## config.mk

```make
export PLATFORM = sky130hd
export DESIGN_NAME = statusSelect
export DESIGN_NICKNAME = d
export VERILOG_FILES = /design/src/source/statusSelect.sv
export VERILOG_INCLUDE_DIRS = /design/src /design/src/include
export SDC_FILE = /design/constraint.sdc
export NUM_CORES = 1
export LEC_CHECK = 0
export BUFFER_PORTS_ARGS = -buffer_cell sky130_fd_sc_hd__buf_4
export CAP_MARGIN = 25
export CORE_AREA = 2 2 82 84
export DETAILED_ROUTE_END_ITERATION = 6
export DIE_AREA = 0 0 84 86
export PLACE_DENSITY = 0.59
export SKIP_LAST_GASP = 1
export SYNTH_ARGS = -nofsm -noshare
export SYNTH_HDL_FRONTEND = slang
export SYNTH_SLANG_ARGS = --single-unit
```

## constraint.sdc

```tcl
create_clock -name vclk -period 0.9
set_input_delay 0.045 -clock vclk [all_inputs]
set_output_delay 0.045 -clock vclk [all_outputs]
set_load 0.02 [all_outputs]
```

## src/include/objectCache_params.svh

```systemverilog
`ifndef OBJECT_CACHE_PARAMS_SVH
`define OBJECT_CACHE_PARAMS_SVH

//--------------------------------------------------------------------------
// data path widths
//--------------------------------------------------------------------------
// host io word
`define DATA_W 32
// object selector
`define SEL_W 24
// object length
`define LEN_W 32
// free space totals, wider than one length
`define MEM_W 40
// condition and read word selects
`define MUXSEL_W 3

// free objects cache, two halves of 128 entries
`define RAM_AW 8
`define RAM_DEPTH 256

//--------------------------------------------------------------------------
// host write strobes
//--------------------------------------------------------------------------
`define STB_W 4
`define STB_CONTROL 3
`define STB_LENGTH 6
`define STB_SELECTOR 7

// control word field positions
`define CTL_RDSEL_LO 0
`define CTL_CMD_LO 4
`define CTL_COND_LO 8
`define CTL_READY_BIT 11
`define CTL_MEMOP_LO 12

// read word select codes
`define RDSEL_FOUND 0
`define RDSEL_FREEMEM 4
`define RDSEL_CACHED 5

`endif

```

## src/source/statusSelect.sv

```systemverilog
`timescale 1ns/10ps
`default_nettype none
`include "objectCache_params.svh"

module statusSelect (
	input logic [`MUXSEL_W-1:0] condSel,
	input logic [`MUXSEL_W-1:0] readSel,
	input logic busy,
	input logic freeFound,
	input logic lengthFound,
	input logic entryFound,
	input logic [`LEN_W-1:0] foundLength,
	input logic [`SEL_W-1:0] foundSelector,
	input logic [`MEM_W-1:0] cachedMem,
	input logic [`MEM_W-1:0] freeMem,
	output logic condFlag,
	output logic [`DATA_W-1:0] ioReadData0,
	output logic [`DATA_W-1:0] ioReadData1
);

	// condition flag for host branches
	always_comb begin
		case (condSel)
			3'd0: condFlag = busy;
			3'd1: condFlag = freeFound;
			3'd2: condFlag = lengthFound;
			3'd3: condFlag = entryFound;
			default: condFlag = 1'b0;
		endcase
	end

	// read words, totals split low word then top byte
	always_comb begin
		ioReadData0 = '0;
		ioReadData1 = '0;
		case (readSel)
			`RDSEL_FOUND: begin
				ioReadData0 = foundLength;
				ioReadData1 = {{(`DATA_W-`SEL_W){1'b0}}, foundSelector};
			end
			`RDSEL_FREEMEM: begin
				ioReadData0 = freeMem[`DATA_W-1:0];
				ioReadData1 = {{(2*`DATA_W-`MEM_W){1'b0}}, freeMem[`MEM_W-1:`DATA_W]};
			end
			`RDSEL_CACHED: begin
				ioReadData0 = cachedMem[`DATA_W-1:0];
				ioReadData1 = {{(2*`DATA_W-`MEM_W){1'b0}}, cachedMem[`MEM_W-1:`DATA_W]};
			end
			default: ioReadData0 = '0;
		endcase
	end

endmodule

`default_nettype wire

```

==> impl_metrics.py, run 1 <==
metrics = {
    "run_status": {
        "outcome": "finished with violations",
        "violated_checks": "negative setup slack",
    },
    "finish": {
        "layout-area-overhead-vs-synth_pct": 154,
        "antennaDiodeCount": 0,
        "final_nets": 521,
        "clock_buffer_count": 0,
        "register_area_sq_um": 0,
        "layout_cells_sized_above_1_pct": 72.4,
        "n_fill_cell": 634,
        "layout.sequential_cells": 0,
        "final_cell_count_no_fill": 450,
    },
    "floorplanning": {
        "num_io_pins": 211,
        "die_x_um": 84,
        "die_area_sq_um": 7220,
        "initial_utilization_pct": 20.7,
        "core_region_area_sq_um": 6280,
        "rows": 29,
        "floorplan.die.height_um": 86,
    },
    "setup_path": {
        "worstPathBufferInverterCount": 4,
        "cp_slowest_stage_delay_ps": 150,
        "critical_path_arrival_ps": 890,
        "worst_path_max_delay_cell": "sky130_fd_sc_hd__nor3_4",
        "critical_path.top_delay_family": "buffers and inverters",
        "path_depth": 6,
        "critPathKind": "primary input to output port",
        "critical_path.startpoint_type": "primary input",
        "end_kind": "output port",
        "cp_cell_sequence": "buf_12 -> buf_4 -> nor3_4 -> buf_12 -> and2_1 -> buf_4",
        "maximum_fanout_along_the_worst_path": 16,
        "timing.critical_path.required_ps": 850,
    },
    "grt": {
        "grt_first_pass_wirelength_mm": 10.5,
        "grt_pass1_vias": 2193,
        "groute.usage.overall_pct": 17.2,
        "grt_start_max_net_pins": 35,
        "antenna_violations_before_repair": 0,
        "grt-ovfl-total": 0,
    },
    "synthesis": {
        "yosys-top-cells-count": "sky130_fd_sc_hd__a211oi_1, sky130_fd_sc_hd__a21oi_1, sky130_fd_sc_hd__mux2i_1",
        "sequential_element_share_of_the_synthesized_area_pct": 0,
        "syn-cell-area_sq_um": 1300,
        "synthCells": 173,
        "synth_cell_type_count": 15,
        "synthDominantAreaCellType": "sky130_fd_sc_hd__mux2i_1",
        "synth.top_cells.by_area": "sky130_fd_sc_hd__mux2i_1, sky130_fd_sc_hd__a211oi_1, sky130_fd_sc_hd__a21oi_1",
        "syn-mean-instance-area_sq_um": 7.52,
        "area_share_of_the_largest_cell_type_after_synthesis_pct": 30.8,
        "yosysWarnings": 0,
    },
    "place": {
        "port_buffers": 203,
        "place_congestion": 0.763,
        "hpwl_mm": 5.40,
        "placed_cells": 444,
    },
    "sta": {
        "grt_setup_unrepaired": "yes",
        "setup-violations-final": 23,
        "final_hold_viol_count": 0,
        "final_critical_path_setup_slack_ps": -31.0,
        "fin_setup_tns_ps": -256,
        "worst_hold_slack_ps": 345,
        "max_clock_freq_ghz": 1.07,
        "timing.final.crit_period_ps": 931,
        "drv_slew": 0,
        "layout_worst_path_cycle_share_pct": 103,
    },
    "hold_path": {
        "worst_hold_path.num_cells": 3,
        "min-delay-path-class": "primary input to output port",
    },
    "pwr": {
        "power.leakage_nw": 1.64,
        "power.density_nw_per_um2": 523,
        "worst_ir_drop_vdd_uv": 245,
        "fin_total_pwr_mw": 1.73,
    },
    "route": {
        "wire_per_inst_um": 16.0,
        "num_vias": 2175,
        "via_density_per_instance": 4.83,
        "drt.antenna.violating_nets": 0,
        "router_iterations_before_antenna_repair": 4,
        "postRouteWirelength_mm": 7.20,
        "drc": 0,
        "detailedRoute.firstIterationViolations": 50,
    },
    "run": {
        "cap_viol_max_count": 0,
    },
}
-- cells in the final DEF, fill, tap and decap left out, drive strengths merged --
master,n
nor2b,1
and2,16
a21oi,40
conb,8
mux4,1
clkinv,1
nor3,1
clkbuf,3
mux2i,40
a211oi,40
buf,222
-- final timing paths --
kind	to	start	slack, ps
worst max-delay path	ioReadData1[16]	readSel[0]	-30
worst min-delay path	condFlag	condSel[2]	340
-- routing by layer --
layer | GRT usage (%) | routed length, um | vias up
li1 | - | - | 1047
met1 | 19.5 | 2660 | 1004
met5 | 0 | 0 | -
met2 | 35.6 | 3930 | 124
met3 | 2.50 | 604 | 0
met4 | 0 | 0 | 0
-- cell type report --
class | instances | area (sq um) | share of cell area, %
inverter | 1 | 16.3 | 0.491
multi-input combinational | 147 | 1270 | 38.5
tap | 77 | 96.3 | 2.91
timing repair buffer | 225 | 1920 | 58.1
-- power breakdown --
group	switching (mW)	total, mW	internal (mW)
clock network	0	0	0
logic	0.762	1.73	0.968
registers	0	0	0
total	0.762	1.73	0.968
-- tightest hold or removal path, stage by stage --
cell                      delay, ps
sky130_fd_sc_hd__buf_4           80
sky130_fd_sc_hd__nor2b_1         30
sky130_fd_sc_hd__buf_4          150
-- cell families (layout without fill, tap and decap cells) --
| logic type | after synthesis | count (layout) | share of synthesized area, % |
|---|---|---|---|
| AOI/OAI and AO/OA | 80 | 80 | 38.5 |
| muxes | 41 | 41 | 32.5 |
| buffers and inverters | 33 | 226 | 19.3 |
| and+or+nand+nor | 18 | 18 | 9.42 |
| other | 1 | 8 | 0.288 |
-- timing repair --
action / 4_1_cts / 5_1_grt
setup endpoints to repair: 57 / 57
gates resized for setup: 20 / 26
gates cloned: 3 / 3
hold buffers: 0 / 0
hold endpoints to repair: 0 / 0
pin swaps: 25 / 27
buffers inserted: 1 / 0
-- stage by stage --
| stage | cell area [sq um] | worst slack (ps) | util (%) |
|---|---|---|---|
| after floorplan | 1430 | -158 | - |
| final | 3310 | -31.0 | 52.7 |
| after detailed placement | 2980 | -145 | 47.5 |
| after global routing | 3310 | -79.4 | 52.7 |
| after CTS | 3160 | -63.2 | 50.3 |
| after global placement | 2980 | -139 | 47.5 |
No activity file was read; power rests on OpenSTA's default activity.
==> run 2: changes to the inputs <==
Settings changed: RECOVER_POWER set to 25.
==> impl_metrics.py, run 2 (same netlist as run 1, synthesis figures left out) <==
metrics = {
    "run_status": {
        "outcome": "finished with violations",
        "violated_checks": "negative setup slack",
    },
    "route": {
        "router_iterations_before_antenna_repair": 4,
        "drc": 0,
        "via_density_per_instance": 4.83,
        "wire_per_inst_um": 16.0,
        "num_vias": 2175,
        "drt.antenna.violating_nets": 0,
        "detailedRoute.firstIterationViolations": 50,
        "postRouteWirelength_mm": 7.20,
    },
    "sta": {
        "setup-violations-final": 23,
        "grt_setup_unrepaired": "yes",
        "drv_slew": 0,
        "max_clock_freq_ghz": 1.07,
        "final_hold_viol_count": 0,
        "timing.final.crit_period_ps": 931,
        "final_critical_path_setup_slack_ps": -31.0,
        "layout_worst_path_cycle_share_pct": 103,
    },
    "setup_path": {
        "end_kind": "output port",
        "critical_path_arrival_ps": 890,
        "timing.critical_path.required_ps": 850,
        "critPathKind": "primary input to output port",
        "maximum_fanout_along_the_worst_path": 16,
        "critical_path.startpoint_type": "primary input",
    },
    "finish": {
        "register_area_sq_um": 0,
        "layout-area-overhead-vs-synth_pct": 154,
        "final_cell_count_no_fill": 450,
        "final_nets": 521,
        "final_common_cell": "sky130_fd_sc_hd__buf_4",
        "clock_buffer_count": 0,
        "layout_cells_sized_above_1_pct": 72.4,
        "layout_common_cells": "sky130_fd_sc_hd__buf_4, sky130_fd_sc_hd__a21oi_1, sky130_fd_sc_hd__mux2i_1",
        "layout.sequential_cells": 0,
        "antennaDiodeCount": 0,
    },
    "run": {
        "cap_viol_max_count": 0,
    },
    "hold_path": {
        "worst_hold_path.num_cells": 3,
        "hold_end": "condFlag",
        "min-delay-path-class": "primary input to output port",
        "min_from": "condSel[2]",
    },
    "place": {
        "place_congestion": 0.763,
        "place_ws_ps": -145,
        "port_buffers": 203,
        "placed_cells": 444,
        "hpwl_mm": 5.40,
    },
    "floorplanning": {
        "floorplan.die.height_um": 86,
        "die_area_sq_um": 7220,
        "die_x_um": 84,
        "initial_utilization_pct": 20.7,
        "num_io_pins": 211,
        "rows": 29,
        "core_region_area_sq_um": 6280,
    },
    "pwr": {
        "power.leakage_nw": 1.64,
        "power.density_nw_per_um2": 523,
        "worst_ir_drop_vdd_uv": 245,
    },
    "grt": {
        "groute.usage.overall_pct": 17.2,
        "grt_start_max_net_pins": 35,
        "grt_pass1_vias": 2193,
        "grt-ovfl-total": 0,
        "grt_first_pass_wirelength_mm": 10.5,
        "antenna_violations_before_repair": 0,
    },
    "clock_tree": {
        "cts.hold.buffers_added": 0,
    },
}
==> run 2: cell counts in the layout (fill, tap and decap cells not counted) <==
Identical to the previous run, type by type.
==> run 2: critical path, cell delays in order <==
cell                     delay, ps
sky130_fd_sc_hd__buf_12        130
sky130_fd_sc_hd__buf_4         130
sky130_fd_sc_hd__nor3_4        150
sky130_fd_sc_hd__buf_12        150
sky130_fd_sc_hd__and2_1        140
sky130_fd_sc_hd__buf_4         140
==> run 2: report_power, final <==
part	internal (mW)	switching (mW)	leakage (nW)
combinational	0.966	0.762	1.64
sequential	0	0	0
clock	0	0	0
==> run 2: stage by stage <==
step | setup TNS [ps] | instance area, sq um | utilization (%) | hold WS, ps | total power [mW]
after global placement | -3820 | 2980 | 47.5 | 340 | 1.53
after global routing | -2360 | 3310 | 52.7 | 349 | 1.85
after CTS | -1470 | 3160 | 50.3 | 345 | 1.65
after floorplan | -3160 | 1430 | - | 168 | 0.775
after detailed placement | -4390 | 2980 | 47.5 | 343 | 1.55
final | -256 | 3310 | 52.7 | 345 | 1.73
==> run 2: timing repair <==
action	CTS	global route
endpoints found under the setup margin	57	57
gates resized for setup	20	26
buffers inserted	1	0
pin swaps	25	27
gates cloned	3	3
==> run 2: how the worst max path moves through the flow <==
stage               start               to  slack (ps)  cells past startpoint
2_1_floorplan  readSel[0]  ioReadData0[20]        -160                      5
3_5_place_dp   readSel[0]   ioReadData1[4]        -150                      5
6_report       readSel[0]  ioReadData1[16]         -30                      6
4_1_cts        readSel[0]  ioReadData1[16]         -60                      6
3_3_place_gp   readSel[0]   ioReadData0[8]        -140                      6
5_1_grt        readSel[0]  ioReadData1[16]         -80                      6
==> run 2: layout make-up <==
class	count	area (sq um)
Timing Repair Buffer	225	1920
Tap cell	77	96.3
Multi-Input combinational cell	147	1270
Inverter	1	16.3
Fill cell	635	2970
==> run 2: layer usage <==
layer | track usage [%] | vias to the layer above | wire length (um)
li1 | - | 1047 | -
met2 | 35.6 | 124 | 3930
met3 | 2.50 | 0 | 605
met4 | 0 | 0 | 0
met1 | 19.5 | 1004 | 2660
met5 | 0 | - | 0
