## src/include/objectCache_params.svh

```systemverilog
`ifndef OBJECT_CACHE_PARAMS_SVH
`define OBJECT_CACHE_PARAMS_SVH

//--------------------------------------------------------------------------
// data path widths
//--------------------------------------------------------------------------
// host io word
`define DATA_W 32
// object selector
`define SEL_W 24
// object length
`define LEN_W 32
// free space totals, wider than one length
`define MEM_W 40
// condition and read word selects
`define MUXSEL_W 3

// free objects cache, two halves of 128 entries
`define RAM_AW 8
`define RAM_DEPTH 256

//--------------------------------------------------------------------------
// host write strobes
//--------------------------------------------------------------------------
`define STB_W 4
`define STB_CONTROL 3
`define STB_LENGTH 6
`define STB_SELECTOR 7

// control word field positions
`define CTL_RDSEL_LO 0
`define CTL_CMD_LO 4
`define CTL_COND_LO 8
`define CTL_READY_BIT 11
`define CTL_MEMOP_LO 12

// read word select codes
`define RDSEL_FOUND 0
`define RDSEL_FREEMEM 4
`define RDSEL_CACHED 5

`endif

```

## src/source/objectCachePkg.sv

```systemverilog
`default_nettype none

package objectCachePkg;

	// cache command field of the control word
	typedef enum logic [3:0] {
		cmdNone = 4'd0,
		cmdWrite = 4'd1,
		cmdClear = 4'd2,
		cmdFindFree = 4'd3,
		cmdCalc = 4'd4,
		cmdFindLength = 4'd5,
		cmdFindFreeLow = 4'd6,
		cmdFindEntry = 4'd7
	} cacheCmd_t;

	// owner of a read travelling down the ram pipeline
	typedef enum logic [2:0] {
		kindIdle = 3'd0,
		kindClear = 3'd1,
		kindFreePos = 3'd2,
		kindLength = 3'd3,
		kindEntry = 3'd4,
		kindCalc = 3'd5
	} scanKind_t;

	// free memory instruction
	typedef enum logic [1:0] {
		opHold = 2'd0,
		opZero = 2'd1,
		opAdd = 2'd2,
		opSub = 2'd3
	} memOp_t;

endpackage

`default_nettype wire

```

## src/source/hostRegisters.sv

```systemverilog
`timescale 1ns/10ps
`default_nettype none
`include "objectCache_params.svh"

module hostRegisters import objectCachePkg::*; (
	input logic CLK,
	input logic RESETn,
	input logic [`STB_W-1:0] ioWriteStrobe,
	input logic [`DATA_W-1:0] ioWriteData,
	output logic cmdStb,
	output cacheCmd_t cmdCode,
	output logic [`LEN_W-1:0] lengthReg,
	output logic [`SEL_W-1:0] selReg,
	output logic memOpStb,
	output memOp_t memOp,
	output logic readySet,
	output logic [`MUXSEL_W-1:0] condSel,
	output logic [`MUXSEL_W-1:0] readSel
);

	logic ctlWr;
	logic [$bits(cacheCmd_t)-1:0] cmdField;
	logic [$bits(memOp_t)-1:0] opField;

	// strobe decode
	assign ctlWr = (ioWriteStrobe == `STB_CONTROL);
	// fields of the control word
	assign cmdField = ioWriteData[`CTL_CMD_LO +: $bits(cacheCmd_t)];
	assign opField = ioWriteData[`CTL_MEMOP_LO +: $bits(memOp_t)];

	//--------------------------------------------------------------------------
	// control word
	//--------------------------------------------------------------------------
	always_ff @(posedge CLK) begin
		if (!RESETn) begin
			cmdStb <= 1'b0;
			cmdCode <= cmdNone;
			memOpStb <= 1'b0;
			memOp <= opHold;
			readySet <= 1'b0;
			condSel <= '0;
			readSel <= '0;
		end else begin
			// command pulse only for a nonzero command field
			cmdStb <= ctlWr && (cmdField != '0);
			// instruction pulse, hold needs none
			memOpStb <= ctlWr && (opField != '0);
			// ready request, also drops the allocation lock
			readySet <= ctlWr && ioWriteData[`CTL_READY_BIT];
			if (ctlWr) begin
				cmdCode <= cacheCmd_t'(cmdField);
				memOp <= memOp_t'(opField);
				// mux selects stay as levels
				condSel <= ioWriteData[`CTL_COND_LO +: `MUXSEL_W];
				readSel <= ioWriteData[`CTL_RDSEL_LO +: `MUXSEL_W];
			end
		end
	end

	//--------------------------------------------------------------------------
	// length and selector
	//--------------------------------------------------------------------------
	always_ff @(posedge CLK) begin
		// requested object length
		if (ioWriteStrobe == `STB_LENGTH) begin
			lengthReg <= ioWriteData[`LEN_W-1:0];
		end
		// selector for cache writes, upper bits dropped
		if (ioWriteStrobe == `STB_SELECTOR) begin
			selReg <= ioWriteData[`SEL_W-1:0];
		end
	end

endmodule

`default_nettype wire

```

## config.mk

```make
export PLATFORM = sky130hd
export DESIGN_NAME = hostRegisters
export DESIGN_NICKNAME = d
export VERILOG_FILES = /design/src/source/objectCachePkg.sv /design/src/source/hostRegisters.sv
export VERILOG_INCLUDE_DIRS = /design/src /design/src/include
export SDC_FILE = /design/constraint.sdc
export NUM_CORES = 1
export LEC_CHECK = 0
export BUFFER_PORTS_ARGS = -buffer_cell sky130_fd_sc_hd__buf_2
export CORE_MARGIN = 2
export CORE_UTILIZATION = 45
export CTS_BUF_LIST = sky130_fd_sc_hd__clkbuf_16
export CTS_CLUSTER_DIAMETER = 50
export DETAILED_ROUTE_END_ITERATION = 8
export MAX_ROUTING_LAYER = met4
export PLACE_DENSITY_LB_ADDON = 0.25
export SYNTH_ARGS = -nofsm -noshare
export SYNTH_HDL_FRONTEND = slang
export SYNTH_SLANG_ARGS = --single-unit
```

## constraint.sdc

```tcl
create_clock -name CLK -period 1.3 [get_ports CLK]
set_input_delay 0 -clock CLK [delete_from_list [all_inputs] [get_ports CLK]]
set_output_delay 0 -clock CLK [all_outputs]
set_load 0.005 [all_outputs]
```

==> results.txt, run 1 <==
----------------------------------------------------
[Job]
  Number of maximum-capacitance constraint violations ... 0

[Clock tree]
  Clock transition at the registers of the reported paths ... 50 ps
  CTS Root Buffer Type ... clkbuf_16
  H-tree depth ... 3
  Inserted Clock Buffers ... 9
  Clock sink total ... 71
  Post-CTS Setup Repair Bufs ... 0
  Clock latency of the later-clocked register in the worst-skew pair ... 310 ps
  CTS tree ... done
  Maximum buffer depth of the clock tree ... 2

[Floorplan]
  Site row count ... 26
  Area inside the core boundary ... 0.00504 mm^2
  Die height ... 75.7 um
  I/O pin count ... 109
  Die Width ... 75.7 um
  Area of the die ... 0.00573 mm^2
  Initial core utilization ... 0.459

[Power]
  Maximum VDD drop ... 862 uV
  Leakage component of the power ... 0.00147 uW
  Power after layout ... 4840 uW
  Power Dens Cells ... 1380 mW/mm^2

[STA]
  Final max-slew violation count ... 0
  Total count of hold-check failures in the final report ... 0
  Unrepaired setup endpoints after global routing ... false
  Maximum clock frequency ... 1160 MHz
  Post-route worst setup slack ... 440 ps
  Worst max-slew margin expressed relative to the limit ... 0.710
  Sum of negative setup slack ... 0 ps
  Clock skew ... 0 ps
  Actual slew at the worst max-slew pin ... 435 ps
  Min Tclk post-route ... 860 ps
  Number of setup violations in the final report ... 0
  Part of the cycle the worst path needs ... 0.661

[Final layout]
  Final-stage net count ... 309
  Number of inserted filler cells in the final layout ... 345
  Share of cells above drive strength 1 ... 0.442
  Synthesis-to-layout area growth ... 51.9%
  Diodes inserted ... 0
  Number of standard cells in the layout, taps in and fillers out ... 346

[Place]
  Final Wtd Congestion ... 0.722
  Placed Cells incl. Taps ... 298
  HPWL reported at the end of detailed placement ... 2.95 mm
  Post-Place Worst Slack ... 338 ps
  Buffers on Ports ... 108

[Yosys]
  Average size of a mapped cell ... 19.0 um^2
  Instance count of the mapped netlist ... 122
  Seq/Total Area, Yosys ... 0.856
  Count of state elements after synthesis ... 71
  YS warnings ... 0
  Cell variety after synth ... 17
  Summed instance area of the synthesized netlist ... 0.00231 mm^2
  Syn nets ... 160

[Global route]
  Number of global-route vias before repair ... 1451
  Maximum number of pins on one net before global-route repair ... 33
  Wire length of the first global-routing pass ... 6.73 mm
  Total congestion overflow ... 0
  GR Util All Layers ... 0.169
  Number of antenna violations at the first check in global routing ... 0

[Worst hold path]
  Type of the tightest min-delay check ... in2reg

[Worst setup path]
  CP max FO ... 4
  Worst-case register-to-register setup slack ... 710 ps
  Crit Path Class ... in2reg
  Data required time at the worst endpoint ... 1490 ps
  Crit path arrival time ... 1050 ps
  Kind of end point of the critical path ... flop
  Startpoint types ... primary input

[Detailed routing]
  Residual DRC count ... 0
  WL final ... 4.60 mm
  Pre-Repair DR Iteration Count ... 4
  Via density per instance ... 4.39
  DRT antenna net count ... 0
  Via count ... 1518
  Violation count after the first detailed-routing iteration ... 114
  Average detailed-routed wire length per instance ... 13.3 um

[Status]
  Outcome ... completed

----------------------------------------------------
metal layers:
layer  vias to the layer above  global-route usage  share of wire
li1                        758                   -              -
met4                         0              0.0858         0.0080
met1                       694               0.206           0.44
met2                        62               0.270           0.51
met5                         -                   -              0
met3                         4              0.0357          0.044
state kept, by name, indices dropped and copies added (netlist names), 2 cells and up:
register and flops:
lengthReg 32, selReg 24, cmdCode 4, condSel 3, readSel 3, memOp 2
report_power, final:
group / internal, uW / switching [uW]
clock: 1240 / 772
sequential: 2520 / 15.8
combinational: 165 / 124
total: 3920 / 912
worst paths after layout:
path	start	to	cells after the start
min	ioWriteStrobe[0]	memOpStb$_SDFF_PN0_	3
max	ioWriteData[5]	cmdStb$_SDFF_PN0_	4
max reg2reg	condSel[0]$_SDFFE_PN0N_	condSel[0]$_SDFFE_PN0N_	2
min reg2reg	cmdCode[1]$_SDFFE_PN0N_	cmdCode[1]$_SDFFE_PN0N_	2
Yosys cell counts:
library cell / n / area, um^2
mux2i_1: 12 / 120
nor2_1: 1 / 3.75
inv_1: 1 / 3.75
nand2_1: 24 / 90.1
and4bb_2: 1 / 12.5
clkbuf_1: 1 / 3.75
dfxtp_1: 15 / 300
and4bb_1: 1 / 12.5
nor3_1: 2 / 10.0
edfxtp_1: 56 / 1680
and3_1: 1 / 6.26
buf_12: 1 / 20.0
and4b_2: 1 / 11.3
buf_2: 2 / 10.0
nor4_1: 1 / 6.26
buf_6: 1 / 11.3
nand4bb_1: 1 / 11.3
cell families (layout without fill, tap and decap cells):
family,count (synthesis),in the layout,share of synthesized area
and+or+nand+nor,33,33,0.0708
DFF,71,71,0.856
buffers and inverters,6,160,0.0211
muxes,12,12,0.0519
repair_timing:
item,CTS,global route
hold buffers,32,0
gates resized for setup,0,0
hold endpoints to repair,70,0
layout make-up:
cell class / instances / area, um^2 / share of cell area
inverter: 1 / 3.75 / 0.00107
clock inverter: 7 / 26.3 / 0.00747
multi-input combinational: 45 / 284 / 0.0808
timing repair buffer: 143 / 908 / 0.258
sequential: 71 / 1980 / 0.564
tap: 70 / 87.6 / 0.0249
clock buffer: 9 / 225 / 0.0640
placed cells by master (no fill, tap or decap), types with 2 or more instances in the layout:
master	instances
mux2i_1	12
nand2_1	24
edfxtp_1	56
clkinv_1	3
buf_12	2
buf_2	108
nor3_1	2
clkbuf_16	9
inv_1	5
dlygate4sd3_1	32
dfxtp_1	15
through the flow:
stage	utilization	hold WS, ps	area (um^2)
after floorplan	-	98.9	2310
after global placement	0.584	179	2950
after detailed placement	0.584	178	2950
after CTS	0.698	39.2	3520
after global routing	0.698	71.0	3520
final	0.698	43.5	3520
worst max-delay path, cell delays in order:
cell and delay, ps:
dlygate4sd3_1 540, buf_2 150, nor4_1 290, nor3_1 80
(Power assumes the default switching activity.)
==> run 2, diff against run 1 <==
- clock period: 1.3 -> 0.85 ns (I/O delays scaled with it)
==> results.txt, run 2 (synthesized netlist as in run 1, its figures left out) <==
----------------------------------------------------
[Worst setup path]
  Crit-path leading delay family ... flip-flops
  CP max-delay cell ... edfxtp_1
  Startpoint types ... flop
  Crit path depth ... 1
  CP max FO ... 1
  Timing endpoint of the critical path ... selReg[7]
  Crit Path Class ... reg2out
  Start point of the critical path ... selReg[7]$_DFFE_PN_
  Ordered list of cells on the worst path ... buf_2
  Crit path arrival time ... 830 ps
  Data required time at the worst endpoint ... 850 ps
  Worst-case register-to-register setup slack ... 190 ps
  Reg2Reg Launch Point ... condSel[1]$_SDFFE_PN0N_
  Crit-path max cell delay ... 370 ps
  Kind of end point of the critical path ... primary output
  Number of buffer and inverter instances along the worst setup path ... 1
  Terminus of the critical flop-to-flop path ... condSel[1]$_SDFFE_PN0N_
  Cell depth of the worst flop-to-flop path ... 2

[STA]
  Total count of hold-check failures in the final report ... 0
  Min Tclk post-route ... 826 ps
  Clock skew ... 0 ps
  Post-route worst setup slack ... 24.1 ps
  Maximum clock frequency ... 1210 MHz
  Actual slew at the worst max-slew pin ... 212 ps
  Unrepaired setup endpoints after global routing ... true
  Part of the cycle the worst path needs ... 0.972
  Worst max-slew margin expressed relative to the limit ... 0.858
  Number of setup violations in the final report ... 0
  Final max-slew violation count ... 0

[Clock tree]
  Post-CTS Setup Repair Bufs ... 0
  CTS tree ... done
  Clock latency of the later-clocked register in the worst-skew pair ... 320 ps
  H-tree depth ... 3
  Inserted Clock Buffers ... 9
  Clock transition at the registers of the reported paths ... 50 ps
  Clock sink total ... 71
  Maximum buffer depth of the clock tree ... 2
  CTS Root Buffer Type ... clkbuf_16

[Global route]
  Met1 usage ... 0.221
  Number of global-route vias before repair ... 1495
  GR Util All Layers ... 0.184
  Maximum number of pins on one net before global-route repair ... 27
  Busiest grt layer ... met2
  Wire length of the first global-routing pass ... 7.23 mm
  Number of antenna violations at the first check in global routing ... 0
  Total congestion overflow ... 0
  Met2 track utilization from global routing ... 0.281
  M3 GR Usage ... 0.0542

[Final layout]
  Share of cells above drive strength 1 ... 0.468
  Most common cell after layout, fill and taps aside ... buf_2
  Number of flip-flops under the largest register name ... 32
  Diodes inserted ... 0
  Final-stage net count ... 314
  Number of inserted filler cells in the final layout ... 322
  Most flop-heavy register ... lengthReg
  Regs by FF count ... lengthReg: 32 flops, selReg: 24 flops, cmdCode: 4 flops
  Commonest non-fill, non-tap cells in the layout ... 108 x buf_2, 56 x edfxtp_1, 32 x dlygate4sd3_1
  Number of standard cells in the layout, taps in and fillers out ... 350
  Synthesis-to-layout area growth ... 59.9%

[Floorplan]
  Die Width ... 75.7 um
  Initial core utilization ... 0.459
  Die height ... 75.7 um
  Area inside the core boundary ... 0.00504 mm^2
  I/O pin count ... 109
  Area of the die ... 0.00573 mm^2
  Site row count ... 26

[Power]
  Leakage component of the power ... 0.00153 uW
  Power Dens Cells ... 2280 mW/mm^2
  Maximum VDD drop ... 1570 uV

[Detailed routing]
  DRT antenna net count ... 0
  Average detailed-routed wire length per instance ... 14.4 um
  Pre-Repair DR Iteration Count ... 4
  Via density per instance ... 4.46
  WL final ... 5.04 mm
  Residual DRC count ... 0
  Via count ... 1560
  Violation count after the first detailed-routing iteration ... 71

[Place]
  Placed Cells incl. Taps ... 303
  Final Wtd Congestion ... 0.869
  Post-Place Worst Slack ... -109 ps
  HPWL reported at the end of detailed placement ... 3.20 mm
  Buffers on Ports ... 108

[Worst hold path]
  Type of the tightest min-delay check ... in2reg

[Job]
  Number of maximum-capacitance constraint violations ... 0

[Status]
  Outcome ... completed

----------------------------------------------------
## run 2: routing by layer
metal | routed length, um | up-vias
li1 | - | 758
met1 | 2090 | 720
met2 | 2510 | 70
met3 | 333 | 12
met4 | 106 | 0
met5 | 0 | -
## run 2: final cells by class
type	count	area (um^2)	area share
repair buffers	148	996	0.269
clock buffers	9	225	0.0609
multi-input cells	45	305	0.0825
inverters	1	3.75	0.00101
clock inverters	6	101	0.0274
flip-flops and latches	71	1980	0.535
well taps	70	87.6	0.0237
## run 2: worst min path at each step
stage	start	end	slack (ps)	depth (start not counted)
2_1_floorplan	ioWriteData[0]	lengthReg[0]$_DFFE_PN_	100	0
3_5_place_dp	ioWriteData[29]	lengthReg[29]$_DFFE_PN_	180	1
4_1_cts	ioWriteData[4]	cmdStb$_SDFF_PN0_	10	3
5_1_grt	ioWriteStrobe[1]	memOpStb$_SDFF_PN0_	50	3
3_3_place_gp	ioWriteData[31]	lengthReg[31]$_DFFE_PN_	180	1
6_report	ioWriteData[4]	cmdStb$_SDFF_PN0_	50	3
## run 2: through the flow
stage	setup TNS, ps	hold slack [ps]	util	power, uW	cell area [um^2]
final	0	47.2	0.734	8420	3700
after global routing	-125	53.4	0.734	8670	3700
after CTS	-1.11	14.0	0.731	8480	3690
after detailed placement	-5180	180	0.603	4310	3040
after global placement	-4830	179	0.603	4310	3040
after floorplan	-2050	98.9	-	4050	2320
## run 2: report_power, final
part | switching, uW | internal (uW) | leakage [uW] | total, uW
clock network | 1230 | 2810 | 0.000162 | 4050
logic | 213 | 282 | 0.000741 | 495
registers | 24.5 | 3850 | 0.000630 | 3880
## run 2: timing repair
item	in CTS	in global routing
pin swaps	0	0
resized for setup	0	2
endpoints found under the setup margin	1	18
hold buffers	32	0
hold endpoints to repair	69	0
==> run 3, diff against run 2 <==
- PLACE_DENSITY: unset -> 0.83
- PLACE_DENSITY_LB_ADDON: 0.25 -> unset
- clock period: 0.85 -> 0.9 ns (I/O delays scaled with it)
==> results.txt, run 3 (synthesized netlist as in run 1, its figures left out) <==
----------------------------------------------------
[Worst setup path]
  Number of buffer and inverter instances along the worst setup path ... 1
  CP max-delay cell ... edfxtp_1
  Kind of end point of the critical path ... primary output
  Crit-path leading delay family ... flip-flops
  Ordered list of cells on the worst path ... buf_2
  Data required time at the worst endpoint ... 900 ps
  Crit Path Class ... reg2out
  CP max FO ... 1
  Crit path arrival time ... 850 ps
  Startpoint types ... flop
  Crit-path max cell delay ... 380 ps

[Place]
  Cell area after placement ... 0.00301 mm^2
  HPWL reported at the end of detailed placement ... 3.29 mm
  Buffers on Ports ... 108
  Final Wtd Congestion ... 0.710

[Detailed routing]
  Violation count after the first detailed-routing iteration ... 60
  Via density per instance ... 4.55
  DRT antenna net count ... 0
  Pre-Repair DR Iteration Count ... 4
  WL final ... 5.02 mm
  Via count ... 1588
  Average detailed-routed wire length per instance ... 14.4 um
  Residual DRC count ... 0

[STA]
  Part of the cycle the worst path needs ... 0.949
  Worst max-slew margin expressed relative to the limit ... 0.858
  Clock skew ... 0 ps
  Number of setup violations in the final report ... 0
  Unrepaired setup endpoints after global routing ... false
  Actual slew at the worst max-slew pin ... 207 ps
  Maximum clock frequency ... 1170 MHz
  Total count of hold-check failures in the final report ... 0
  Min Tclk post-route ... 854 ps
  Final max-slew violation count ... 0

[Final layout]
  Number of inserted filler cells in the final layout ... 304
  Total area of sequential cells ... 0.00198 mm^2
  Regs by FF count ... lengthReg: 32 flops, selReg: 24 flops, cmdCode: 4 flops
  Final design instance area without fill ... 0.00365 mm^2
  Diodes inserted ... 0
  Commonest non-fill, non-tap cells in the layout ... 108 x buf_2, 56 x edfxtp_1, 32 x dlygate4sd3_1
  Most flop-heavy register ... lengthReg
  Final-stage net count ... 312
  Most common cell after layout, fill and taps aside ... buf_2
  Number of flip-flops under the largest register name ... 32
  Total area of multi-input combinational cells ... 297 um^2
  Synthesis-to-layout area growth ... 57.8%
  Share of cells above drive strength 1 ... 0.473

[Clock tree]
  Clock latency of the later-clocked register in the worst-skew pair ... 320 ps
  Clock transition at the registers of the reported paths ... 60 ps
  Inserted Clock Buffers ... 9
  Maximum buffer depth of the clock tree ... 2
  Clock sink total ... 71
  H-tree depth ... 3
  CTS tree ... done
  CTS Root Buffer Type ... clkbuf_16

[Worst hold path]
  Type of the tightest min-delay check ... in2reg

[Power]
  Power after layout ... 7710 uW
  Leakage component of the power ... 0.00151 uW
  Maximum VDD drop ... 1230 uV
  Power Dens Cells ... 2110 mW/mm^2

[Floorplan]
  I/O pin count ... 109
  Initial core utilization ... 0.459
  Site row count ... 26
  Area of the die ... 0.00573 mm^2
  Die height ... 75.7 um
  Die Width ... 75.7 um
  Area inside the core boundary ... 0.00504 mm^2

[Job]
  Number of maximum-capacitance constraint violations ... 0

[Status]
  Outcome ... completed

[Global route]
  Maximum number of pins on one net before global-route repair ... 21
  Total congestion overflow ... 0
  Number of global-route vias before repair ... 1557
  GR Util All Layers ... 0.196
  Number of antenna violations at the first check in global routing ... 0
  Wire length of the first global-routing pass ... 7.62 mm

----------------------------------------------------
-- run 3: per-layer routing --
layer / up-vias / part of all wire / GRT usage
met3: 8 / 0.072 / 0.0701
met5: - / 0 / -
met1: 753 / 0.37 / 0.225
met4: 0 / 0.014 / 0.0819
li1: 755 / - / -
met2: 72 / 0.54 / 0.315
-- run 3: final timing paths --
| path | startpoint | to | slack (ps) | cells past startpoint |
|---|---|---|---|---|
| worst max-delay path | lengthReg[6]$_DFFE_PN_ | lengthReg[6] | 50 | 1 |
| worst min-delay path | RESETn | condSel[2]$_SDFFE_PN0N_ | 20 | 3 |
| worst max register to register | memOp[1]$_SDFFE_PN0N_ | memOp[1]$_SDFFE_PN0N_ | 190 | 2 |
| worst min register to register | condSel[2]$_SDFFE_PN0N_ | condSel[2]$_SDFFE_PN0N_ | 460 | 2 |
-- run 3: power breakdown --
part | switching [uW] | internal [uW] | total, uW
Clock | 1280 | 2320 | 3600
Combinational | 194 | 258 | 452
Sequential | 24.3 | 3640 | 3660
Total | 1500 | 6220 | 7710
-- run 3: stage by stage --
step	hold slack [ps]	std cells	worst slack, ps	TNS, ps	utilization
6_report	16.2	349	46.3	0	0.725
5_1_grt	18.3	349	8.74	0	0.725
4_1_cts	0.559	349	34.1	0	0.723
3_5_place_dp	178	301	-64.8	-2520	0.597
3_3_place_gp	179	301	-41.1	-1420	0.597
2_1_floorplan	98.9	122	-14.1	-451	-
-- run 3: repair_timing --
item                                    4_1_cts  5_1_grt
hold buffers                                 32        0
setup buffers                                 0        0
gates resized for setup                       0        1
endpoints found under the hold margin        70        0
endpoints found under the setup margin        0        1
-- run 3: final cells by class --
cell class,instances,area share
Timing Repair Buffer,146,0.265
Clock inverter,6,0.0178
Inverter,1,0.00103
Clock buffer,10,0.0685
Sequential cell,71,0.542
Tap cell,70,0.0240
Multi-Input combinational cell,45,0.0812
