[config.mk]
export PLATFORM = sky130hd
export DESIGN_NAME = freeSpaceAccount
export DESIGN_NICKNAME = d
export VERILOG_FILES = /design/src/source/objectCachePkg.sv /design/src/source/freeSpaceAccount.sv
export VERILOG_INCLUDE_DIRS = /design/src /design/src/include
export SDC_FILE = /design/constraint.sdc
export NUM_CORES = 1
export LEC_CHECK = 0
export BUFFER_PORTS_ARGS = -buffer_cell sky130_fd_sc_hd__buf_2
export CELL_PAD_IN_SITES_DETAIL_PLACEMENT = 0
export CELL_PAD_IN_SITES_GLOBAL_PLACEMENT = 1
export CORE_ASPECT_RATIO = 0.8
export CORE_MARGIN = 2
export CORE_UTILIZATION = 35
export CTS_BUF_LIST = sky130_fd_sc_hd__clkbuf_4 sky130_fd_sc_hd__clkbuf_8
export CTS_CLUSTER_SIZE = 40
export DETAILED_ROUTE_END_ITERATION = 6
export HOLD_SLACK_MARGIN = 0.15
export PLACE_DENSITY_LB_ADDON = 0.08
export SYNTH_ARGS = -nofsm -noshare
export SYNTH_HDL_FRONTEND = slang
export SYNTH_SLANG_ARGS = --single-unit
[constraint.sdc]
create_clock -name CLK -period 2.9 [get_ports CLK]
set_input_delay 0.435 -clock CLK [delete_from_list [all_inputs] [get_ports CLK]]
set_output_delay 0.435 -clock CLK [all_outputs]
set_load 0.01 [all_outputs]
[src/include/objectCache_params.svh]
`ifndef OBJECT_CACHE_PARAMS_SVH
`define OBJECT_CACHE_PARAMS_SVH

//--------------------------------------------------------------------------
// data path widths
//--------------------------------------------------------------------------
// host io word
`define DATA_W 32
// object selector
`define SEL_W 24
// object length
`define LEN_W 32
// free space totals, wider than one length
`define MEM_W 40
// condition and read word selects
`define MUXSEL_W 3

// free objects cache, two halves of 128 entries
`define RAM_AW 8
`define RAM_DEPTH 256

//--------------------------------------------------------------------------
// host write strobes
//--------------------------------------------------------------------------
`define STB_W 4
`define STB_CONTROL 3
`define STB_LENGTH 6
`define STB_SELECTOR 7

// control word field positions
`define CTL_RDSEL_LO 0
`define CTL_CMD_LO 4
`define CTL_COND_LO 8
`define CTL_READY_BIT 11
`define CTL_MEMOP_LO 12

// read word select codes
`define RDSEL_FOUND 0
`define RDSEL_FREEMEM 4
`define RDSEL_CACHED 5

`endif

[src/source/objectCachePkg.sv]
`default_nettype none

package objectCachePkg;

	// cache command field of the control word
	typedef enum logic [3:0] {
		cmdNone = 4'd0,
		cmdWrite = 4'd1,
		cmdClear = 4'd2,
		cmdFindFree = 4'd3,
		cmdCalc = 4'd4,
		cmdFindLength = 4'd5,
		cmdFindFreeLow = 4'd6,
		cmdFindEntry = 4'd7
	} cacheCmd_t;

	// owner of a read travelling down the ram pipeline
	typedef enum logic [2:0] {
		kindIdle = 3'd0,
		kindClear = 3'd1,
		kindFreePos = 3'd2,
		kindLength = 3'd3,
		kindEntry = 3'd4,
		kindCalc = 3'd5
	} scanKind_t;

	// free memory instruction
	typedef enum logic [1:0] {
		opHold = 2'd0,
		opZero = 2'd1,
		opAdd = 2'd2,
		opSub = 2'd3
	} memOp_t;

endpackage

`default_nettype wire

[src/source/freeSpaceAccount.sv]
`timescale 1ns/10ps
`default_nettype none
`include "objectCache_params.svh"

module freeSpaceAccount import objectCachePkg::*; (
	input logic CLK,
	input logic RESETn,
	input logic enable,
	input logic allocLock,
	input logic memOpStb,
	input memOp_t memOp,
	input logic [`LEN_W-1:0] lengthReg,
	input logic readySet,
	output logic [`MEM_W-1:0] freeMem,
	output logic ready,
	output logic allocResetReq
);

	logic lockFlag;
	logic allocLockQ;
	logic [`MEM_W-1:0] lengthExt;

	assign lengthExt = {{(`MEM_W-`LEN_W){1'b0}}, lengthReg};

	always_ff @(posedge CLK) begin
		if (!RESETn) begin
			freeMem <= '0;
			lockFlag <= 1'b1;
			allocLockQ <= 1'b0;
			allocResetReq <= 1'b0;
			ready <= 1'b0;
		end else begin
			// free memory instruction
			if (memOpStb) begin
				case (memOp)
					opZero: freeMem <= '0;
					opAdd: freeMem <= freeMem + lengthExt;
					// object header takes one more unit
					opSub: freeMem <= freeMem - lengthExt - 1'b1;
					default: freeMem <= freeMem;
				endcase
			end
			// lock follows allocLock, released by ready request
			lockFlag <= (lockFlag || allocLock) && !readySet;
			// falling edge of allocLock
			allocLockQ <= allocLock;
			// reset request only while still locked
			allocResetReq <= !allocLock && allocLockQ && lockFlag;
			// ready holds while enabled and unlocked
			ready <= (ready || readySet) && enable && !allocLock;
		end
	end

endmodule

`default_nettype wire

==> metrics.csv, run 1 <==
metric;value;unit
grt_pass1_vias;7237;
grt-ovfl-total;0;
p_clk_frac;0.187;
slew_viol_final;0;
dp_hpwl;19510;µm
cts_root_buffer;clkbuf_8;
worst_path_max_delay_cell;dfxtp_4;
max_freq;353.0;MHz
timing.setup.tns;0;ps
pwr-share-seq;0.234;
grt_pass1_wl;39560;µm
synthFlopType;dfxtp_1;
power_frac_comb;0.579;
rsz0062_at_grt;true;
crit_type;reg2reg;
worst_slew_pin_slew;815.9;ps
final_cell_area;8610;µm²
fin_crit_sh;0.9770;
start_kind;register;
mostFrequentLayoutCells;215 x buf_4, 81 x buf_2, 78 x nor2_1, 74 x a21oi_1, 62 x inv_1;
cts_hold_buf;0;
drv_cap;0;
drc;0;
p_switching;0.001308;W
grt_max_degree;34;
cp_top_family;compound AO/OA/AOI/OAI gates;
ant_nets;0;
antenna_cells;0;
rr_worst_depth;12;
layout.nets;1201;
htreeDepth;2;
power.leakage;4.106;nW
end_kind;register;
crit_chain;ha_2, fa_2, nor2b_2, o21ai_2, a2bb2oi_4, a311oi_2, buf_4, nand3_2, a41o_4, and3b_1, a31oi_2, a31oi_1;
via_per_inst;5.669;
multiInputGateArea;5021;µm²
status;complete, no violations;
dr_total_vias;7460;
clk_latency;340;ps
regToRegEndpoint;freeMem[38]$_SDFFE_PN0P_;
cts_sinks;44;
synth_fp_nets;942;
portBuffers;81;
async_flop_share;0;
setup_viol;0;
start_util;0.3567;
hold_viol;0;
hold_path.class;in2reg;
fp.dieW;149.0;µm
wl;25510;µm
min_to;allocResetReq$_SDFF_PN0_;
fill_cells;1689;
syn_avg_cell_area;7.040;µm²
synth_edf_count;0;
worstPathArrival;3050;ps
drive_gt1_frac;0.3668;
synth_cell_type_count;77;
synth.top_cells.by_area;dfxtp_1 15%, ha_1 14%, a21oi_1 7.0%;
synthCells;836;
drtIter0Drc;653;
yosys_warnings;0;
required;3120;ps
critPathMaxFanout;6;
area_growth;46.28;%
dpl-instance-area;7886;µm²
finalClockSkew;11.59;ps
ir_drop;0.0001838;V
syn_area;5886;µm²
io_pins;82;
fin_crit;2833;ps
core;16500;µm²
fp.dieH;120.0;µm
core.rowCount;42;
clock_path_buffers;2;
wl_per_cell;19.39;µm
clk_pin_slew_worst_paths;110;ps
cts_tree;done;
yosysSeqAreaShare;0.1497;
cp_num_buf_inv;1;
drtPass1Iterations;5;
synth_seq_cells;44;
p_int;0.001698;W
gr-usage-all-layers;0.2822;
switching_share;0.4350;
synth_largest_area_cell;dfxtp_1;
r2r_slack;70;ps
max_stage_delay;370;ps
relSlewSlack;0.4541;
fp.dieArea;17880;µm²
final_common_cell;buf_4;
power_density;349.1;nW/µm²
place_congestion;0.9355;
antenna_found_initial;0;
r2r-start;freeMem[0]$_SDFFE_PN0P_;
min_from;allocLock;
synth_top_area_frac;0.1497;
cts_made_buffers;5;
regArea;892.1;µm²
hold_depth;2;
==> Yosys cell counts, drive strengths merged, types with 11 or more instances <==
| library cell | n |
|---|---|
| a21oi | 85 |
| nor2 | 82 |
| inv | 66 |
| ha | 64 |
| nand2 | 61 |
| o21ai | 58 |
| dfxtp | 44 |
| clkbuf | 31 |
| nor3 | 25 |
| xnor2 | 23 |
| a21o | 20 |
| a31oi | 20 |
| nand3 | 18 |
| buf | 16 |
| a211oi | 15 |
| nor2b | 15 |
| a22oi | 13 |
| nor4 | 13 |
| nand2b | 11 |
| o211ai | 11 |
| o21bai | 11 |
| o31ai | 11 |
==> cell type report <==
cell class | instances | share of cell area
Timing Repair Buffer | 299 | 0.2385
Sequential cell | 44 | 0.1036
Clock buffer | 5 | 0.007993
Clock inverter | 3 | 0.005522
Tap cell | 220 | 0.03197
Inverter | 67 | 0.02921
Multi-Input combinational cell | 678 | 0.5832
==> registers in the layout, summed over array words and instances, names as in the netlist <==
signal         cells
allocResetReq      1
ready              1
freeMem           40
allocLockQ         1
lockFlag           1
==> logic make-up (layout without fill, tap and decap cells) <==
kind of cell,Yosys count,after routing,share of synthesized area
flip-flops,44,44,0.1497
adder cells (fa/ha/maj),66,66,0.1429
buffers and inverters,114,374,0.07865
AND/OR/NAND/NOR,268,268,0.2258
XOR/XNOR,26,26,0.03869
AO/OA/AOI/OAI,313,313,0.3557
multiplexers,5,5,0.008716
==> worst max path at each step <==
stage | depth (start not counted) | start | slack [ps] | end
2_1_floorplan | 11 | lengthReg[14] | 160 | freeMem[36]$_SDFFE_PN0P_
3_3_place_gp | 14 | lengthReg[3] | -410 | freeMem[38]$_SDFFE_PN0P_
6_report | 12 | freeMem[0]$_SDFFE_PN0P_ | 70 | freeMem[38]$_SDFFE_PN0P_
5_1_grt | 12 | freeMem[9]$_SDFFE_PN0P_ | -60 | freeMem[31]$_SDFFE_PN0P_
4_1_cts | 10 | freeMem[12]$_SDFFE_PN0P_ | 0.6 | freeMem[36]$_SDFFE_PN0P_
3_5_place_dp | 15 | lengthReg[0] | -510 | freeMem[36]$_SDFFE_PN0P_
==> worst reg2reg max path, cell delays in order, from the launching register on <==
cell	delay, ps
dfxtp_4	370
ha_2	190
fa_2	340
nor2b_2	170
o21ai_2	200
a2bb2oi_4	130
a311oi_2	210
buf_4	170
nand3_2	110
a41o_4	330
and3b_1	190
a31oi_2	170
a31oi_1	110
==> per-stage QoR <==
| step | power [W] | hold slack (ps) | instances | setup slack [ps] | utilization |
|---|---|---|---|---|---|
| floorplan | 0.001571 | 399.7 | 836 | 163.2 | - |
| global placement | 0.002269 | 419.0 | 1294 | -410.0 | 0.4779 |
| detailed placement | 0.002281 | 414.9 | 1294 | -508.7 | 0.4779 |
| CTS | 0.002901 | 282.3 | 1310 | 0.6410 | 0.4992 |
| global route | 0.003183 | 286.9 | 1316 | -60.11 | 0.5218 |
| finish | 0.003006 | 291.2 | 1316 | 66.76 | 0.5218 |
==> power by group through the flow <==
stage	combinational, W	sequential, W	clock [W]
after global placement	0.00156	0.000710	0
final	0.00174	0.000704	0.000562
after detailed placement	0.00157	0.000712	0
after CTS	0.00163	0.000700	0.000572
after floorplan	0.000841	0.000730	0
after global routing	0.00188	0.000710	0.000592
==> repair_timing <==
action,4_1_cts,5_1_grt
pin swaps,18,25
buffers inserted,8,6
endpoints found under the setup margin,18,21
cloned,0,0
resized for setup,34,74
==> per-layer routing <==
metal	vias up	wire length, µm	GRT usage
li1	3586	-	-
met5	-	0	0
met3	18	1625	0.03422
met2	283	10960	0.4343
met1	3573	12650	0.4210
met4	0	273	0.05714
Note: power is estimated with default switching activity, not from simulation.
==> run 2, diff against run 1 <==
- RECOVER_POWER: default -> 100
==> run 2 against run 1 <==
  * Clock power is 0.9% lower
  * Global-route usage did not move
  * Power fell by 0.42%
  * Sequential power about the same
  * Critical endpoint is now freeMem[23]$_SDFFE_PN0P_
  * Sequential share of layout area is 0.064 points higher
  * Utilization fell by 0.32 points
  * Critical path depth is 2 lower
  * Clock-buffer cell count unchanged
  * Combinational power hardly changed
  * First-iteration DRC count fell by 5.8%
  * Critical path type unchanged
  * Worst setup slack lost 2.9 ps
==> metrics.csv, run 2 (synthesized netlist as in run 1, its figures left out) <==
metric;value;unit;change
status;complete, no violations;;
fin_crit_sh;0.9780;;+0.0009904
max_freq;352.6;MHz;-0.10%
r2r-start;freeMem[1]$_SDFFE_PN0P_;;
gr-usage-all-layers;0.2822;;unchanged
drtIter0Drc;615;;-5.8%
wl;25580;µm;+0.25%
worst_slew_pin_slew;1091;ps;+274.9 ps
fp.dieW;149.0;µm;unchanged
area_growth;45.39;%;
critPathMaxFanout;3;;-3
cts_root_buffer;clkbuf_8;;
clock_path_buffers;2;;unchanged
critPathMostFrequentCell;a21oi_2;;
worst_path_max_delay_cell;o41a_1;;
grt_max_degree;34;;unchanged
dpl-instance-area;7886;µm²;unchanged
setup_viol;0;;unchanged
dr_total_vias;7469;;+0.12%
fin_crit;2836;ps;+2.872 ps
grt_pass1_vias;7237;;unchanged
grt_pass1_wl;39560;µm;unchanged
p_switching;0.001306;W;-0.13%
hold_path.class;in2reg;;
slew_viol_final;0;;unchanged
power_density;349.8;nW/µm²;+0.19%
largest-register;freeMem;;
max_stage_delay;470;ps;+100 ps
rr_worst_depth;10;;-2
dp_hpwl;19510;µm;unchanged
place_congestion;0.9355;;unchanged
regArea;892.1;µm²;unchanged
p_clk_frac;0.186;;about the same
power_frac_comb;0.578;;about the same
mostFrequentLayoutCells;208 x buf_4, 78 x nor2_1, 74 x a21oi_1, 62 x inv_1;;
r2r_slack;60;ps;about the same
relSlewSlack;0.2728;;-0.1813
cts_made_buffers;5;;unchanged
min_from;allocLock;;
min_to;allocResetReq$_SDFF_PN0_;;
via_per_inst;5.676;;+0.12%
drc;0;;unchanged
cts_tree;done;;
ir_drop;0.0001823;V;-0.84%
start_kind;register;;
drive_gt1_frac;0.3412;;-0.02555
antenna_found_initial;0;;unchanged
clk_latency;340;ps;about the same
layout.nets;1201;;unchanged
regToRegEndpoint;freeMem[23]$_SDFFE_PN0P_;;
pwr-share-seq;0.235;;about the same
start_util;0.3567;;unchanged
power.leakage;3.995;nW;-2.7%
antenna_cells;0;;unchanged
final_common_cell;buf_4;;
hold_viol;0;;unchanged
fp.dieH;120.0;µm;unchanged
io_pins;82;;unchanged
wl_per_cell;19.43;µm;+0.25%
final_cell_area;8557;µm²;-0.61%
largest_reg_flops;40;;unchanged
drv_cap;0;;unchanged
rsz0062_at_grt;true;;
htreeDepth;2;;unchanged
p_int;0.001687;W;-0.65%
switching_share;0.4363;;+0.001270
worstPathArrival;3070;ps;+20 ps
finalNonFillerCells;1316;;unchanged
fill_cells;1705;;+0.95%
cts_hold_buf;0;;unchanged
crit_type;reg2reg;;
core.rowCount;42;;unchanged
portBuffers;81;;unchanged
timing.setup.tns;0;ps;unchanged
drtPass1Iterations;6;;+1
multiInputGateArea;5021;µm²;unchanged
p_total;0.002993;W;-0.42%
hold_slack;295.7;ps;+4.547 ps
cp_top_family;compound AO/OA/AOI/OAI gates;;
core;16500;µm²;unchanged
grt-ovfl-total;0;;unchanged
fp.dieArea;17880;µm²;unchanged
ant_nets;0;;unchanged
crit_chain;ha_1, nor2b_1, o211ai_1, a21oi_2, o41a_1, nand4_1, or4b_4, a21oi_2, mux2i_1, a31oi_1;;
hold_depth;2;;unchanged
required;3130;ps;about the same
cp_num_buf_inv;0;;-1
end_kind;register;;
cp.depth;10;;-2
finalClockSkew;10.84;ps;-0.7560 ps
dp_cells;1294;;unchanged
clk_pin_slew_worst_paths;110;ps;about the same
cts_sinks;44;;unchanged
## run 2: changes by cell type in the layout (fill, tap and decap cells not counted)
cell and change:
clkbuf_1 +28, buf_2 -21, buf_4 -7
## run 2: worst max path at each step
stage	slack [ps]	start	end
2_1_floorplan	160	lengthReg[14]	freeMem[36]$_SDFFE_PN0P_
3_3_place_gp	-410	lengthReg[3]	freeMem[38]$_SDFFE_PN0P_
3_5_place_dp	-510	lengthReg[0]	freeMem[36]$_SDFFE_PN0P_
4_1_cts	0.6	freeMem[12]$_SDFFE_PN0P_	freeMem[36]$_SDFFE_PN0P_
5_1_grt	-60	freeMem[9]$_SDFFE_PN0P_	freeMem[31]$_SDFFE_PN0P_
6_report	60	freeMem[1]$_SDFFE_PN0P_	freeMem[23]$_SDFFE_PN0P_
## run 2: stage by stage
step | utilization | setup slack [ps]
6_report | 0.5186 | 63.89
2_1_floorplan | - | 163.2
3_3_place_gp | 0.4779 | -410.0
5_1_grt | 0.5186 | -64.27
3_5_place_dp | 0.4779 | -508.7
4_1_cts | 0.4992 | 0.6410
## run 2: cell type report
type                            instances  share of cell area
Multi-Input combinational cell        678              0.5868
Tap cell                              220             0.03217
Clock inverter                          3            0.005556
Inverter                               67             0.02939
Sequential cell                        44              0.1043
Clock buffer                            5            0.008042
Timing Repair Buffer                  299              0.2338
## run 2: worst reg2reg max path: stages, from the launching register on
cell and delay [ps]:
dfxtp_2 350, ha_1 320, nor2b_1 70, o211ai_1 340, a21oi_2 120, o41a_1 470
nand4_1 100, or4b_4 470, a21oi_2 160, mux2i_1 220, a31oi_1 100
## run 2: power groups by stage
stage / sequential, W / clock [W] / combinational (W)
2_1_floorplan: 0.000730 / 0 / 0.000841
3_3_place_gp: 0.000710 / 0 / 0.00156
3_5_place_dp: 0.000712 / 0 / 0.00157
4_1_cts: 0.000700 / 0.000572 / 0.00163
5_1_grt: 0.000711 / 0.000592 / 0.00187
6_report: 0.000704 / 0.000557 / 0.00173
## run 2: per-layer routing
metal  vias to the layer above  wire, µm  part of all wire  GRT usage
met5                         -         0                 0          0
met1                      3557     12650              0.49     0.4210
li1                       3589         -                 -          -
met4                         0       322             0.013    0.05714
met2                       301     10950              0.43     0.4343
met3                        22      1656             0.065    0.03422
## run 2: timing repair
action,4_1_cts,5_1_grt
pin swaps,18,25
resized for setup,34,74
buffers inserted,8,6
endpoints found under the setup margin,18,21
==> run 3, diff against run 2 <==
- GPL_TIMING_DRIVEN: default -> 0
==> run 3 against run 2 <==
  * The run now ends with setup timing left
  * Non-clock buffer count decreased by 147
  * Clock-buffer cell count increased by 1
  * Power decreased by 5.4%
  * Critical path type unchanged
  * Largest cell class unchanged
==> metrics.csv, run 3 (synthesized netlist as in run 1, its figures left out) <==
metric;value;unit;change
status;complete, but fails checks;;
violations;setup timing;;
crit_type;reg2reg;;
fp.dieW;149.0;µm;unchanged
drive_gt1_frac;0.2792;;-0.06200
fp.dieH;120.0;µm;unchanged
start_kind;register;;
layout_setup_ws;-77.02;ps;-140.9 ps
place_congestion;0.9379;;+0.26%
r2r_slack;-80;ps;-140 ps
hold_viol;0;;unchanged
worst_slew_pin_slew;1067;ps;-24.24 ps
core.rowCount;42;;unchanged
htreeDepth;2;;unchanged
drtPass1Iterations;5;;-1
power_density;368.9;nW/µm²;+5.5%
grt_pass1_wl;38070;µm;-3.8%
portBuffers;79;;-2.5%
drtIter0Drc;659;;+7.2%
wl_per_cell;21.45;µm;+10%
cp_top_family;compound AO/OA/AOI/OAI gates;;
cts_made_buffers;5;;unchanged
grt-ovfl-total;0;;unchanged
worst_path_max_delay_cell;o41a_1;;
area_growth;30.42;%;
via_per_inst;6.057;;+6.7%
r2r-start;freeMem[13]$_SDFFE_PN0P_;;
critPathMaxFanout;7;;+4
antenna_found_initial;1;;+1
rsz0062_at_grt;true;;
clk_pin_slew_worst_paths;120;ps;about the same
hold_path.class;in2reg;;
start_util;0.3567;;unchanged
gr-usage-all-layers;0.2745;;-0.007699
clk_latency;350;ps;about the same
ant_nets;0;;unchanged
cts_root_buffer;clkbuf_8;;
dp_hpwl;18490;µm;-5.2%
required;3160;ps;+30 ps
largest_reg_flops;40;;unchanged
max_stage_delay;520;ps;+50 ps
crit_end;freeMem[36]$_SDFFE_PN0P_;;
setup_viol;1;;+1
fill_cells;1724;;+1.1%
crit_chain;ha_4, buf_8, or3_4, a31oi_4, o22ai_4, a211o_1, o41a_1, o21ai_2, nand4_1, and4_1;;
startpoint;freeMem[13]$_SDFFE_PN0P_;;
fp.dieArea;17880;µm²;unchanged
ir_drop;0.0002458;V;+35%
layout.nets;1054;;-12%
power.leakage;3.305;nW;-17%
finalClockSkew;13.61;ps;+2.777 ps
max_freq;335.9;MHz;-4.7%
dr_total_vias;7087;;-5.1%
relSlewSlack;0.2842;;+0.01139
largest-register;freeMem;;
worstPathArrival;3240;ps;+170 ps
grt_pass1_vias;6627;;-8.4%
drc;0;;unchanged
regToRegEndpoint;freeMem[36]$_SDFFE_PN0P_;;
cp_num_buf_inv;1;;+1
cts_sinks;44;;unchanged
dpl-instance-area;6556;µm²;-17%
clock_path_buffers;2;;unchanged
io_pins;82;;unchanged
fin_util;0.4652;;-0.05338
wl;25090;µm;-1.9%
mostFrequentLayoutCells;77 x nor2_1, 77 x buf_2, 65 x a21oi_1, 64 x inv_1, 57 x nand2_1;;
cp.depth;10;;unchanged
core;16500;µm²;unchanged
slew_viol_final;0;;unchanged
drv_cap;0;;unchanged
cts_tree;done;;
end_kind;register;;
fin_crit;2977;ps;+140.9 ps
preCtsSetupSlack;-670.3;ps;-161.6 ps
rr_worst_depth;10;;unchanged
final_cell_area;7676;µm²;-10%
grt_max_degree;15;;-56%
fin_crit_sh;1.027;;+0.04859
==> run 3: changes by cell type in the layout (fill, tap and decap cells not counted), sizes merged <==
cell and delta:
clkinv -1, clkbuf +5, diode +1, buf -151
==> run 3: layout make-up <==
cell class	instances	area, µm²	share of cell area
antenna	1	2.502	0.0003260
tap	220	275.3	0.03586
multi-input combinational	678	5218	0.6797
timing repair buffer	110	641.9	0.08362
sequential	44	919.6	0.1198
clock buffer	6	82.58	0.01076
inverter	67	254.0	0.03309
buffer	42	244.0	0.03178
clock inverter	2	38.79	0.005053
==> run 3: metrics by stage <==
step / TNS [ps] / total power (W) / hold WS, ps / std cells
after floorplan: 0 / 0.001571 / 399.7 / 836
after global placement: -8982 / 0.001948 / 418.6 / 1135
after detailed placement: -9614 / 0.001955 / 422.3 / 1135
after CTS: -53.95 / 0.002630 / 269.1 / 1152
after global routing: -480.4 / 0.002988 / 283.0 / 1169
final: -77.02 / 0.002831 / 273.8 / 1170
==> run 3: what timing repair did <==
item	in CTS	in global routing
hold buffers	0	0
setup endpoints to repair	20	20
pin swaps	25	53
resized for setup	68	137
buffers inserted	11	20
==> run 3: where the power goes <==
group	leakage (nW)	internal (W)	total [W]	switching, W
Combinational	2.87	0.000591	0.00152	0.000933
Clock	0.0614	0.000283	0.000588	0.000305
Sequential	0.370	0.000653	0.000720	0.0000667
Total	3.30	0.00153	0.00283	0.00130
==> run 3: worst min-delay path by stage <==
stage                          endpoint  slack, ps                   from  cells past startpoint
3_5_place_dp   allocResetReq$_SDFF_PN0_        420  allocLockQ$_SDFF_PN0_                      2
4_1_cts        allocResetReq$_SDFF_PN0_        270              allocLock                      2
5_1_grt        allocResetReq$_SDFF_PN0_        280              allocLock                      2
6_report       allocResetReq$_SDFF_PN0_        270              allocLock                      2
2_1_floorplan  allocResetReq$_SDFF_PN0_        400  allocLockQ$_SDFF_PN0_                      2
3_3_place_gp   allocResetReq$_SDFF_PN0_        420  allocLockQ$_SDFF_PN0_                      2
==> run 3: worst reg2reg max path, stage by stage, from the launching register on <==
cell	delay (ps)
dfxtp_4	410
ha_4	210
buf_8	130
or3_4	420
a31oi_4	180
o22ai_4	110
a211o_1	340
o41a_1	520
o21ai_2	220
nand4_1	110
and4_1	250
==> run 3: routing by layer <==
metal  global-route usage  share of wire  up-vias
li1                     -              -     3295
met1               0.4063           0.48     3441
met2               0.4096           0.43      314
met3              0.05057          0.080       37
met4              0.06369          0.015        0
met5                    0              0        -
